<file path="src/rtl/recovery_csr_pkg.sv">
// Recovery register map: word indices, word type, reset table, writable mask, start words
package recovery_csr_pkg;

  typedef logic [31:0] csr_word_t;

  localparam int CSR_NUM_WORDS = 25;

  typedef enum logic [4:0] {
    CSR_PROT_CAP_0, CSR_PROT_CAP_1, CSR_PROT_CAP_2, CSR_PROT_CAP_3,
    CSR_DEVICE_ID_0, CSR_DEVICE_ID_1, CSR_DEVICE_ID_2, CSR_DEVICE_ID_3,
    CSR_DEVICE_ID_4, CSR_DEVICE_ID_5, CSR_DEVICE_ID_6,
    CSR_DEVICE_STATUS_0, CSR_DEVICE_STATUS_1,
    CSR_DEVICE_RESET, CSR_RECOVERY_CTRL, CSR_RECOVERY_STATUS, CSR_HW_STATUS,
    CSR_INDIRECT_FIFO_CTRL_0, CSR_INDIRECT_FIFO_CTRL_1,
    CSR_INDIRECT_FIFO_STATUS_0, CSR_INDIRECT_FIFO_STATUS_1, CSR_INDIRECT_FIFO_STATUS_2,
    CSR_INDIRECT_FIFO_STATUS_3, CSR_INDIRECT_FIFO_STATUS_4, CSR_INDIRECT_FIFO_STATUS_5
  } csr_idx_e;

  typedef logic [CSR_NUM_WORDS-1:0][31:0] csr_table_t;

  // Word i resets to i * 0x01010101 + 0x00A50000
  function automatic csr_table_t csr_reset_table();
    csr_table_t table_v;
    for (int i = 0; i < CSR_NUM_WORDS; i++) begin
      table_v[i] = csr_word_t'(i) * 32'h0101_0101 + 32'h00A5_0000;
    end
    return table_v;
  endfunction

  localparam csr_table_t CSR_RESET = csr_reset_table();

  // Only the reset, recovery control and FIFO control words accept writes
  localparam logic [CSR_NUM_WORDS-1:0] CSR_WRITABLE =
    (25'd1 << CSR_DEVICE_RESET) | (25'd1 << CSR_RECOVERY_CTRL) |
    (25'd1 << CSR_INDIRECT_FIFO_CTRL_0) | (25'd1 << CSR_INDIRECT_FIFO_CTRL_1);

  // First word of each command's group, same order as the command codes
  localparam csr_idx_e CMD_START [9] = '{
    CSR_PROT_CAP_0, CSR_DEVICE_ID_0, CSR_DEVICE_STATUS_0, CSR_DEVICE_RESET,
    CSR_RECOVERY_CTRL, CSR_RECOVERY_STATUS, CSR_HW_STATUS,
    CSR_INDIRECT_FIFO_CTRL_0, CSR_INDIRECT_FIFO_STATUS_0
  };

endpackage

</file>
<file path="src/rtl/recovery_pkg.sv">
// Recovery protocol command codes, error codes, response lengths and byte types
package recovery_pkg;

  // Byte count of a command payload or response
  typedef logic [15:0] cmd_len_t;

  // One byte of the response data stream
  typedef logic [7:0] res_byte_t;

  // Recovery command codes handled by the executor
  typedef enum logic [7:0] {
    CMD_PROT_CAP             = 8'd34,
    CMD_DEVICE_ID            = 8'd35,
    CMD_DEVICE_STATUS        = 8'd36,
    CMD_DEVICE_RESET         = 8'd37,
    CMD_RECOVERY_CTRL        = 8'd38,
    CMD_RECOVERY_STATUS      = 8'd39,
    CMD_HW_STATUS            = 8'd40,
    CMD_INDIRECT_FIFO_CTRL   = 8'd45,
    CMD_INDIRECT_FIFO_STATUS = 8'd46
  } command_e;

  // Protocol status byte reported in DEVICE_STATUS
  typedef enum logic [7:0] {
    PROTOCOL_OK              = 8'h00,
    PROTOCOL_ERROR_READ_ONLY = 8'h01,
    PROTOCOL_ERROR_PARAMETER = 8'h02,
    PROTOCOL_ERROR_LENGTH    = 8'h03,
    PROTOCOL_ERROR_CRC       = 8'h04
  } protocol_error_e;

  localparam int CMD_NUM = 9;

  // Response length in bytes, same order as command_e
  localparam cmd_len_t CMD_LEN [CMD_NUM] = '{
    16'd15, 16'd24, 16'd8, 16'd3, 16'd3, 16'd2, 16'd4, 16'd6, 16'd20
  };

endpackage

</file>
<file path="src/rtl/recovery_csr_file.sv">
// Recovery register storage with gated writes, protocol status update and registered read
`timescale 1ns/1ns

module recovery_csr_file (
  input  logic                             clk_i,
  input  logic                             rst_ni,
  input  recovery_csr_pkg::csr_idx_e       csr_sel_i,
  input  logic                             csr_we_i,
  input  recovery_csr_pkg::csr_word_t      csr_wdata_i,
  output recovery_csr_pkg::csr_word_t      csr_rdata_o,
  input  logic                             status_we_i,
  input  recovery_pkg::protocol_error_e    status_code_i,
  output recovery_csr_pkg::csr_word_t      device_reset_o,
  output recovery_csr_pkg::csr_word_t      recovery_ctrl_o,
  output recovery_csr_pkg::csr_word_t      fifo_ctrl_0_o,
  output recovery_csr_pkg::csr_word_t      fifo_ctrl_1_o
);
  import recovery_csr_pkg::*;

  csr_word_t words_q [CSR_NUM_WORDS];
  logic      wr_en;

  // Writes to read-only words are silently dropped here
  assign wr_en = csr_we_i & CSR_WRITABLE[csr_sel_i];

  always_ff @(posedge clk_i) begin
    if (!rst_ni) begin
      for (int i = 0; i < CSR_NUM_WORDS; i++) begin
        words_q[i] <= CSR_RESET[i];
      end
    end else begin
      if (wr_en)
        words_q[csr_sel_i] <= csr_wdata_i;
      // Protocol status byte of DEVICE_STATUS_0, other fields kept
      if (status_we_i)
        words_q[CSR_DEVICE_STATUS_0][15:8] <= status_code_i;
    end
  end

  // Read data follows the index one cycle later
  always_ff @(posedge clk_i) begin
    csr_rdata_o <= words_q[csr_sel_i];
  end

  assign device_reset_o  = words_q[CSR_DEVICE_RESET];
  assign recovery_ctrl_o = words_q[CSR_RECOVERY_CTRL];
  assign fifo_ctrl_0_o   = words_q[CSR_INDIRECT_FIFO_CTRL_0];
  assign fifo_ctrl_1_o   = words_q[CSR_INDIRECT_FIFO_CTRL_1];

endmodule

</file>
<file path="src/rtl/recovery_executor.sv">
// Recovery command executor: FSM, write word path, read byte stream and status update
`timescale 1ns/1ns

module recovery_executor (
  input  logic                          clk_i,
  input  logic                          rst_ni,
  // Decoded command
  input  logic                          cmd_valid_i,
  input  logic                          cmd_is_rd_i,
  input  recovery_pkg::command_e        cmd_cmd_i,
  input  recovery_pkg::cmd_len_t        cmd_len_i,
  input  logic                          cmd_error_i,
  output logic                          cmd_done_o,
  // Response length and data streams
  output logic                          res_valid_o,
  input  logic                          res_ready_i,
  output recovery_pkg::cmd_len_t        res_len_o,
  output logic                          res_dvalid_o,
  input  logic                          res_dready_i,
  output recovery_pkg::res_byte_t       res_data_o,
  output logic                          res_dlast_o,
  // Receive word queue
  output logic                          rx_req_o,
  input  logic                          rx_ack_i,
  input  recovery_csr_pkg::csr_word_t   rx_data_i,
  output logic                          rx_queue_clr_o,
  input  logic                          host_abort_i,
  // Register file
  output recovery_csr_pkg::csr_idx_e    csr_sel_o,
  output logic                          csr_we_o,
  output recovery_csr_pkg::csr_word_t   csr_wdata_o,
  input  recovery_csr_pkg::csr_word_t   csr_rdata_i,
  output logic                          status_we_o,
  output recovery_pkg::protocol_error_e status_code_o
);
  import recovery_pkg::*;
  import recovery_csr_pkg::*;

  typedef enum logic [2:0] {
    Idle,
    CsrWrite,
    CsrRead,
    CsrReadLen,
    CsrReadData,
    Error,
    Done
  } state_e;

  state_e          state_q, state_d;
  logic [3:0]      dec_slot;
  logic            dec_known;
  csr_idx_e        dec_start;
  cmd_len_t        dec_len;
  logic [2:0]      dec_group;
  cmd_len_t        wr_words;
  protocol_error_e dec_code;
  csr_idx_e        idx_q;
  csr_idx_e        next_idx;
  cmd_len_t        len_q;
  cmd_len_t        dcnt_q;
  logic [1:0]      bcnt_q;
  logic [2:0]      group_q;
  protocol_error_e code_q;
  logic            wr_beat;
  logic            rd_beat;
  logic            in_group;

  // Command code to table slot
  always_comb begin
    dec_slot  = 4'd0;
    dec_known = 1'b1;
    case (cmd_cmd_i)
      CMD_PROT_CAP:             dec_slot = 4'd0;
      CMD_DEVICE_ID:            dec_slot = 4'd1;
      CMD_DEVICE_STATUS:        dec_slot = 4'd2;
      CMD_DEVICE_RESET:         dec_slot = 4'd3;
      CMD_RECOVERY_CTRL:        dec_slot = 4'd4;
      CMD_RECOVERY_STATUS:      dec_slot = 4'd5;
      CMD_HW_STATUS:            dec_slot = 4'd6;
      CMD_INDIRECT_FIFO_CTRL:   dec_slot = 4'd7;
      CMD_INDIRECT_FIFO_STATUS: dec_slot = 4'd8;
      default:                  dec_known = 1'b0;
    endcase
  end

  assign dec_start = CMD_START[dec_slot];
  assign dec_len   = CMD_LEN[dec_slot];
  // Words in the group, also the write limit
  assign dec_group = 3'((dec_len + 16'd3) >> 2);
  assign wr_words  = (cmd_len_i >> 2) + cmd_len_t'(|cmd_len_i[1:0]);

  // Status code known at command start
  always_comb begin
    if (cmd_error_i)
      dec_code = PROTOCOL_ERROR_CRC;
    else if (!dec_known)
      dec_code = PROTOCOL_ERROR_PARAMETER;
    else if (!cmd_is_rd_i && wr_words != '0 && !CSR_WRITABLE[dec_start])
      dec_code = PROTOCOL_ERROR_READ_ONLY;
    else
      dec_code = PROTOCOL_OK;
  end

  assign wr_beat  = rx_req_o & rx_ack_i;
  assign rd_beat  = res_dvalid_o & res_dready_i;
  assign in_group = (group_q != 3'd0);
  assign next_idx = csr_idx_e'(idx_q + 5'd1);

  always_comb begin
    state_d = state_q;
    case (state_q)
      Idle:
        if (cmd_valid_i) begin
          if (cmd_error_i || !dec_known)
            state_d = Error;
          else if (cmd_is_rd_i)
            state_d = CsrRead;
          else if (wr_words == '0)
            state_d = Done;
          else
            state_d = CsrWrite;
        end
      CsrWrite:
        if (wr_beat && dcnt_q == 16'd1)
          state_d = Done;
      CsrRead:     state_d = CsrReadLen;
      CsrReadLen:
        if (res_ready_i)
          state_d = CsrReadData;
      CsrReadData:
        if (host_abort_i)
          state_d = Error;
        else if (rd_beat && dcnt_q == 16'd1)
          state_d = Done;
      Error:       state_d = Done;
      default:     state_d = Idle;
    endcase
  end

  always_ff @(posedge clk_i) begin
    if (!rst_ni) begin
      state_q     <= Idle;
      idx_q       <= CSR_PROT_CAP_0;
      len_q       <= '0;
      dcnt_q      <= '0;
      bcnt_q      <= '0;
      group_q     <= '0;
      code_q      <= PROTOCOL_OK;
      res_valid_o <= 1'b0;
    end else begin
      state_q     <= state_d;
      res_valid_o <= (state_q == CsrReadLen) && res_ready_i;
      case (state_q)
        Idle: begin
          bcnt_q <= '0;
          if (cmd_valid_i) begin
            idx_q   <= dec_start;
            len_q   <= dec_len;
            group_q <= dec_group;
            dcnt_q  <= cmd_is_rd_i ? dec_len : wr_words;
            code_q  <= dec_code;
          end
        end
        CsrWrite:
          if (wr_beat) begin
            dcnt_q <= dcnt_q - 16'd1;
            if (in_group) begin
              group_q <= group_q - 3'd1;
              idx_q   <= next_idx;
            end else if (code_q == PROTOCOL_OK) begin
              // Payload overruns the group, drained but not stored
              code_q <= PROTOCOL_ERROR_LENGTH;
            end
          end
        CsrReadData:
          if (rd_beat) begin
            dcnt_q <= dcnt_q - 16'd1;
            bcnt_q <= bcnt_q + 2'd1;
            idx_q  <= csr_sel_o;
          end
        default: ;
      endcase
    end
  end

  always_ff @(posedge clk_i) begin
    if (state_q == CsrReadLen && res_ready_i)
      res_len_o <= len_q;
  end

  // Look ahead on the last byte so the next word is read in time
  assign csr_sel_o = (rd_beat && bcnt_q == 2'd3) ? next_idx : idx_q;
  assign csr_we_o    = wr_beat & in_group;
  assign csr_wdata_o = rx_data_i;

  assign rx_req_o       = (state_q == CsrWrite);
  assign rx_queue_clr_o = (state_q == Error);

  assign res_dvalid_o = (state_q == CsrReadData);
  assign res_data_o   = csr_rdata_i[8*bcnt_q +: 8];
  assign res_dlast_o  = res_dvalid_o & (dcnt_q == 16'd1);

  assign cmd_done_o    = (state_q == Done);
  assign status_we_o   = (state_q == Done);
  assign status_code_o = code_q;

endmodule

</file>
<file path="src/rtl/recovery_top.sv">
// Recovery target top: receive queue, command executor and register file
`timescale 1ns/1ns

module recovery_top (
  input  logic                        clk_i,
  input  logic                        rst_ni,
  input  logic                        cmd_valid_i,
  input  logic                        cmd_is_rd_i,
  input  recovery_pkg::command_e      cmd_cmd_i,
  input  recovery_pkg::cmd_len_t      cmd_len_i,
  input  logic                        cmd_error_i,
  output logic                        cmd_done_o,
  output logic                        res_valid_o,
  input  logic                        res_ready_i,
  output recovery_pkg::cmd_len_t      res_len_o,
  output logic                        res_dvalid_o,
  input  logic                        res_dready_i,
  output recovery_pkg::res_byte_t     res_data_o,
  output logic                        res_dlast_o,
  input  logic                        rx_wvalid_i,
  input  recovery_csr_pkg::csr_word_t rx_wdata_i,
  output logic                        rx_full_o,
  output logic                        rx_empty_o,
  output logic                        rx_req_o,
  output logic                        rx_queue_clr_o,
  input  logic                        host_abort_i,
  output recovery_csr_pkg::csr_word_t device_reset_o,
  output recovery_csr_pkg::csr_word_t recovery_ctrl_o,
  output recovery_csr_pkg::csr_word_t fifo_ctrl_0_o,
  output recovery_csr_pkg::csr_word_t fifo_ctrl_1_o
);
  import recovery_pkg::*;
  import recovery_csr_pkg::*;

  logic            rx_ack;
  csr_word_t       rx_data;
  csr_idx_e        csr_sel;
  logic            csr_we;
  csr_word_t       csr_wdata;
  csr_word_t       csr_rdata;
  logic            status_we;
  protocol_error_e status_code;

  rx_word_queue u_rx_queue (
    .clk_i       (clk_i),
    .rst_ni      (rst_ni),
    .push_i      (rx_wvalid_i),
    .push_data_i (rx_wdata_i),
    .full_o      (rx_full_o),
    .empty_o     (rx_empty_o),
    .pop_req_i   (rx_req_o),
    .pop_ack_o   (rx_ack),
    .pop_data_o  (rx_data),
    .clr_i       (rx_queue_clr_o)
  );

  recovery_executor u_executor (
    .clk_i          (clk_i),
    .rst_ni         (rst_ni),
    .cmd_valid_i    (cmd_valid_i),
    .cmd_is_rd_i    (cmd_is_rd_i),
    .cmd_cmd_i      (cmd_cmd_i),
    .cmd_len_i      (cmd_len_i),
    .cmd_error_i    (cmd_error_i),
    .cmd_done_o     (cmd_done_o),
    .res_valid_o    (res_valid_o),
    .res_ready_i    (res_ready_i),
    .res_len_o      (res_len_o),
    .res_dvalid_o   (res_dvalid_o),
    .res_dready_i   (res_dready_i),
    .res_data_o     (res_data_o),
    .res_dlast_o    (res_dlast_o),
    .rx_req_o       (rx_req_o),
    .rx_ack_i       (rx_ack),
    .rx_data_i      (rx_data),
    .rx_queue_clr_o (rx_queue_clr_o),
    .host_abort_i   (host_abort_i),
    .csr_sel_o      (csr_sel),
    .csr_we_o       (csr_we),
    .csr_wdata_o    (csr_wdata),
    .csr_rdata_i    (csr_rdata),
    .status_we_o    (status_we),
    .status_code_o  (status_code)
  );

  recovery_csr_file u_csr_file (
    .clk_i           (clk_i),
    .rst_ni          (rst_ni),
    .csr_sel_i       (csr_sel),
    .csr_we_i        (csr_we),
    .csr_wdata_i     (csr_wdata),
    .csr_rdata_o     (csr_rdata),
    .status_we_i     (status_we),
    .status_code_i   (status_code),
    .device_reset_o  (device_reset_o),
    .recovery_ctrl_o (recovery_ctrl_o),
    .fifo_ctrl_0_o   (fifo_ctrl_0_o),
    .fifo_ctrl_1_o   (fifo_ctrl_1_o)
  );

endmodule

</file>
<file path="src/rtl/rx_word_queue.sv">
// Four-entry receive word queue with push, req/ack pop and clear
`timescale 1ns/1ns

module rx_word_queue (
  input  logic                        clk_i,
  input  logic                        rst_ni,
  input  logic                        push_i,
  input  recovery_csr_pkg::csr_word_t push_data_i,
  output logic                        full_o,
  output logic                        empty_o,
  input  logic                        pop_req_i,
  output logic                        pop_ack_o,
  output recovery_csr_pkg::csr_word_t pop_data_o,
  input  logic                        clr_i
);
  import recovery_csr_pkg::*;

  csr_word_t  mem_q [4];
  logic [1:0] wr_ptr_q;
  logic [1:0] rd_ptr_q;
  logic [2:0] count_q;
  logic       push;
  logic       pop;

  assign full_o     = (count_q == 3'd4);
  assign empty_o    = (count_q == 3'd0);
  // Pushes into a full queue are dropped
  assign push       = push_i & ~full_o;
  assign pop        = pop_req_i & ~empty_o;
  assign pop_ack_o  = pop;
  assign pop_data_o = mem_q[rd_ptr_q];

  always_ff @(posedge clk_i) begin
    if (!rst_ni) begin
      wr_ptr_q <= '0;
      rd_ptr_q <= '0;
      count_q  <= '0;
    end else if (clr_i) begin
      wr_ptr_q <= '0;
      rd_ptr_q <= '0;
      count_q  <= '0;
    end else begin
      wr_ptr_q <= wr_ptr_q + 2'(push);
      rd_ptr_q <= rd_ptr_q + 2'(pop);
      count_q  <= count_q + 3'(push) - 3'(pop);
    end
  end

  always_ff @(posedge clk_i) begin
    if (push)
      mem_q[wr_ptr_q] <= push_data_i;
  end

endmodule

</file>
<file path="config.mk">
export PLATFORM = sky130hd
export DESIGN_NAME = recovery_top
export DESIGN_NICKNAME = d
export VERILOG_FILES = /design/src/rtl/recovery_csr_pkg.sv /design/src/rtl/recovery_pkg.sv /design/src/rtl/recovery_csr_file.sv /design/src/rtl/recovery_executor.sv /design/src/rtl/recovery_top.sv /design/src/rtl/rx_word_queue.sv
export SDC_FILE = /design/constraint.sdc
export NUM_CORES = 2
export LEC_CHECK = 0
export BUFFER_PORTS_ARGS = -buffer_cell sky130_fd_sc_hd__buf_4
export CAP_MARGIN = 20
export CORE_MARGIN = 1.5
export CORE_UTILIZATION = 55
export DETAILED_ROUTE_END_ITERATION = 7
export PLACE_DENSITY = 0.75
export SLEW_MARGIN = 20
export SYNTH_ARGS = -nofsm -noshare
export SYNTH_HDL_FRONTEND = slang
export SYNTH_HIERARCHICAL = 1
export SYNTH_SLANG_ARGS = --single-unit
</file>
<file path="constraint.sdc">
create_clock -name clk_i -period 5.26 [get_ports clk_i]
set_input_delay 1.052 -clock clk_i [delete_from_list [all_inputs] [get_ports clk_i]]
set_output_delay 1.052 -clock clk_i [all_outputs]
set_load 0.005 [all_outputs]
</file>
==> metrics.cfg <==
[status]
status = completed

[global_route]
grt_pass1_vias = 29921
grt-ovfl-total = 0
grt_antenna_before_repair = 5
grt_max_degree = 129
grt_pass1_wl_um = 193000
grt.total_usage = 0.284

[clock_network]
cts_setup_buffers = 0
post_cts_resized = 0
cts.clk_slew.worst_paths_ns = 0.07
numCtsBuffers = 116
cts_sinks = 1234
clock-root-buffer = clkbuf_16
postCtsHoldBufs = 0
insertion_delay_ns = 0.71
cts.htree.levels = 3
cts_tree = yes
clock_path_buffers = 3

[yosys]
synthMuxAreaShare = 0.120
synth_top_family_by_area = multiplexers
synth_adder_area_share = 0.00557
synth_compound_area_frac = 0.0524
ys_ff_latch = 1234
netlist_area_um2 = 50800
avgSynthCellArea_um2 = 16.0
synthSimpleGateAreaFrac = 0.0729
ys.flop_type = edfxtp_1
ys_top_cells_by_area = edfxtp_1, mux2i_1, o22ai_1
ys_types = 89
synth_xor_xnor_area_share = 0.00461
syn_inst = 3171
yosysSeqAreaShare = 0.714
synth_top_area_cell = edfxtp_1
synth_top_area_frac = 0.684
synth-edff-count = 1157
async_flop_share = 0
yosysWarnings = 6

[critical_path]
end_kind = flip-flop
crit_chain = or3b_2, nor2_1, mux2_8, buf_12, mux2i_1, o22ai_1, nor4_1, nand2_1
worstSetupPathType = flip-flop to flip-flop
path_buf_inv = 1
crit_arrival_ns = 5.28
max_stage_delay_ns = 0.93
critPathTopFamily = simple AND/OR/NAND/NOR gates
worstPathMaxFanout = 128
slowest_stage = nor4_1
cp-start-kind = flip-flop
cp.required_ns = 5.80

[floorplan]
coreArea_um2 = 91500
die_h_um = 307
die-area_um2 = 94200
ioPinCount = 225
die_w_um = 307
rows = 111
start_util = 0.555

[sta]
hold_viol_final = 0
tightest_slew_ns = 1.13
rsz0062_at_grt = no
min_period_ns = 4.74
max_freq_ghz = 0.211
skew_ns = 0.0319
period_share = 0.901
fin_ws_ns = 0.519
maxSlewViolCount = 0
relSlewSlack = 0.243
setup_tns_ns = 0
setup_violations = 0

[detailed_routing]
num_vias = 30781
dr.pass1.iters = 5
route.detailed.drc = 0
totalWireLength_um = 134000
drtIter0Drc = 3607
wl_per_cell_um = 24.8
vias_per_cell = 5.68
postRouteAntennaNets = 0

[placed_design]
portBuffers = 213
post-place-ws_ns = 0.573
dp_hpwl_um = 86500
gp_congestion = 0.907
placed_cells = 5208

[finish]
drive_above_1_share = 0.137
final_common_cell = edfxtp_1
finalNetCount = 4227
area_growth_pct = 18.7
instances_no_fill = 5420
num_antenna_cells = 0
final_cell_mix = edfxtp_1, conb_1, mux2i_1, buf_4, o22ai_1

[pwr]
ir_drop_uv = 359
p_leak_uw = 0.0216
p_per_area_nw_per_um2 = 413

[run]
maxCapViolations = 0

[worst_hold_path]
hold_class = flip-flop to flip-flop

[where the power goes]
group | switching, uW | internal [uW]
sequential | 474 | 12000
clock | 3490 | 4580
combinational | 2900 | 1440
[path summary, 6_finish.rpt]
path	end	slack, ns	start	cells past startpoint
worst min register to register	u_executor/res_len_o[2]$_DFFE_PP_	0.44	u_executor/len_q[2]$_SDFFE_PN0P_	0
worst max register to register	u_csr_file/csr_rdata_o[17]$_DFF_P_	0.52	u_executor/state_q[2]$_SDFFE_PN0P_	8
worst min-delay path	u_executor/res_len_o[2]$_DFFE_PP_	0.44	u_executor/len_q[2]$_SDFFE_PN0P_	0
worst max-delay path	u_csr_file/csr_rdata_o[17]$_DFF_P_	0.52	u_executor/state_q[2]$_SDFFE_PN0P_	8
[final cells by class]
cell class / instances / area (um^2)
Clock buffer: 175 / 3320
Clock inverter: 37 / 345
Fill cell: 6312 / 31300
Inverter: 37 / 139
Multi-Input combinational cell: 2414 / 16000
Sequential cell: 1234 / 36300
Tap cell: 1186 / 1480
Timing Repair Buffer: 337 / 2690
[cell usage after synthesis (15+ instances only)]
library cell / instances
mux4_2: 38
clkbuf_1: 119
buf_4: 56
mux2i_1: 518
a21oi_1: 39
o22ai_1: 261
nand3_1: 17
nor4_1: 69
nand2_1: 75
and2_1: 16
o21ai_0: 43
nor3_1: 21
ha_1: 21
and3_1: 181
edfxtp_1: 1157
or2b_1: 19
dfxtp_1: 77
inv_1: 36
nand2b_1: 99
xnor2_1: 15
nor2_1: 47
buf_2: 64
[state kept, by name, summed over array words and instances, names as in the netlist, 2 cells and up]
signal,cells
u_csr_file/words_q,1024
u_csr_file/csr_rdata_o,32
u_executor/status_code_o,3
u_executor/res_len_o,5
u_executor/state_q,3
u_rx_queue/count_q,3
u_executor/group_q,3
u_rx_queue/mem_q,128
u_rx_queue/wr_ptr_q,2
u_executor/bcnt_q,2
u_executor/idx_q,5
u_executor/dcnt_q,16
u_rx_queue/rd_ptr_q,2
u_executor/len_q,5
[per-stage QoR]
step                      area (um^2)  utilization  hold slack [ns]  power (uW)
after floorplan                 53700            -            0.408       15000
after global placement          56600        0.618            0.412       16800
after detailed placement        56600        0.618            0.412       16900
after CTS                       60300        0.658            0.440       24900
after global routing            60300        0.658            0.451       25700
final                           60300        0.658            0.435       24900
[metal layers]
layer	global-route usage	up-vias	part of all wire
met5	0	-	0
met4	0.146	0	0.053
met3	0.0487	261	0.096
met2	0.448	1590	0.47
met1	0.382	15342	0.38
li1	-	13588	-
[cell families (layout without fill, tap and decap cells)]
logic type,count (synthesis),in the layout
buffers and inverters,296,586
adder cells (fa/ha/maj),22,22
multiplexers,559,559
AND/OR/NAND/NOR,617,617
XOR/XNOR,25,25
flip-flops,1234,1234
AO/OA/AOI/OAI,415,415
other,3,776
(Power assumes the default switching activity.)
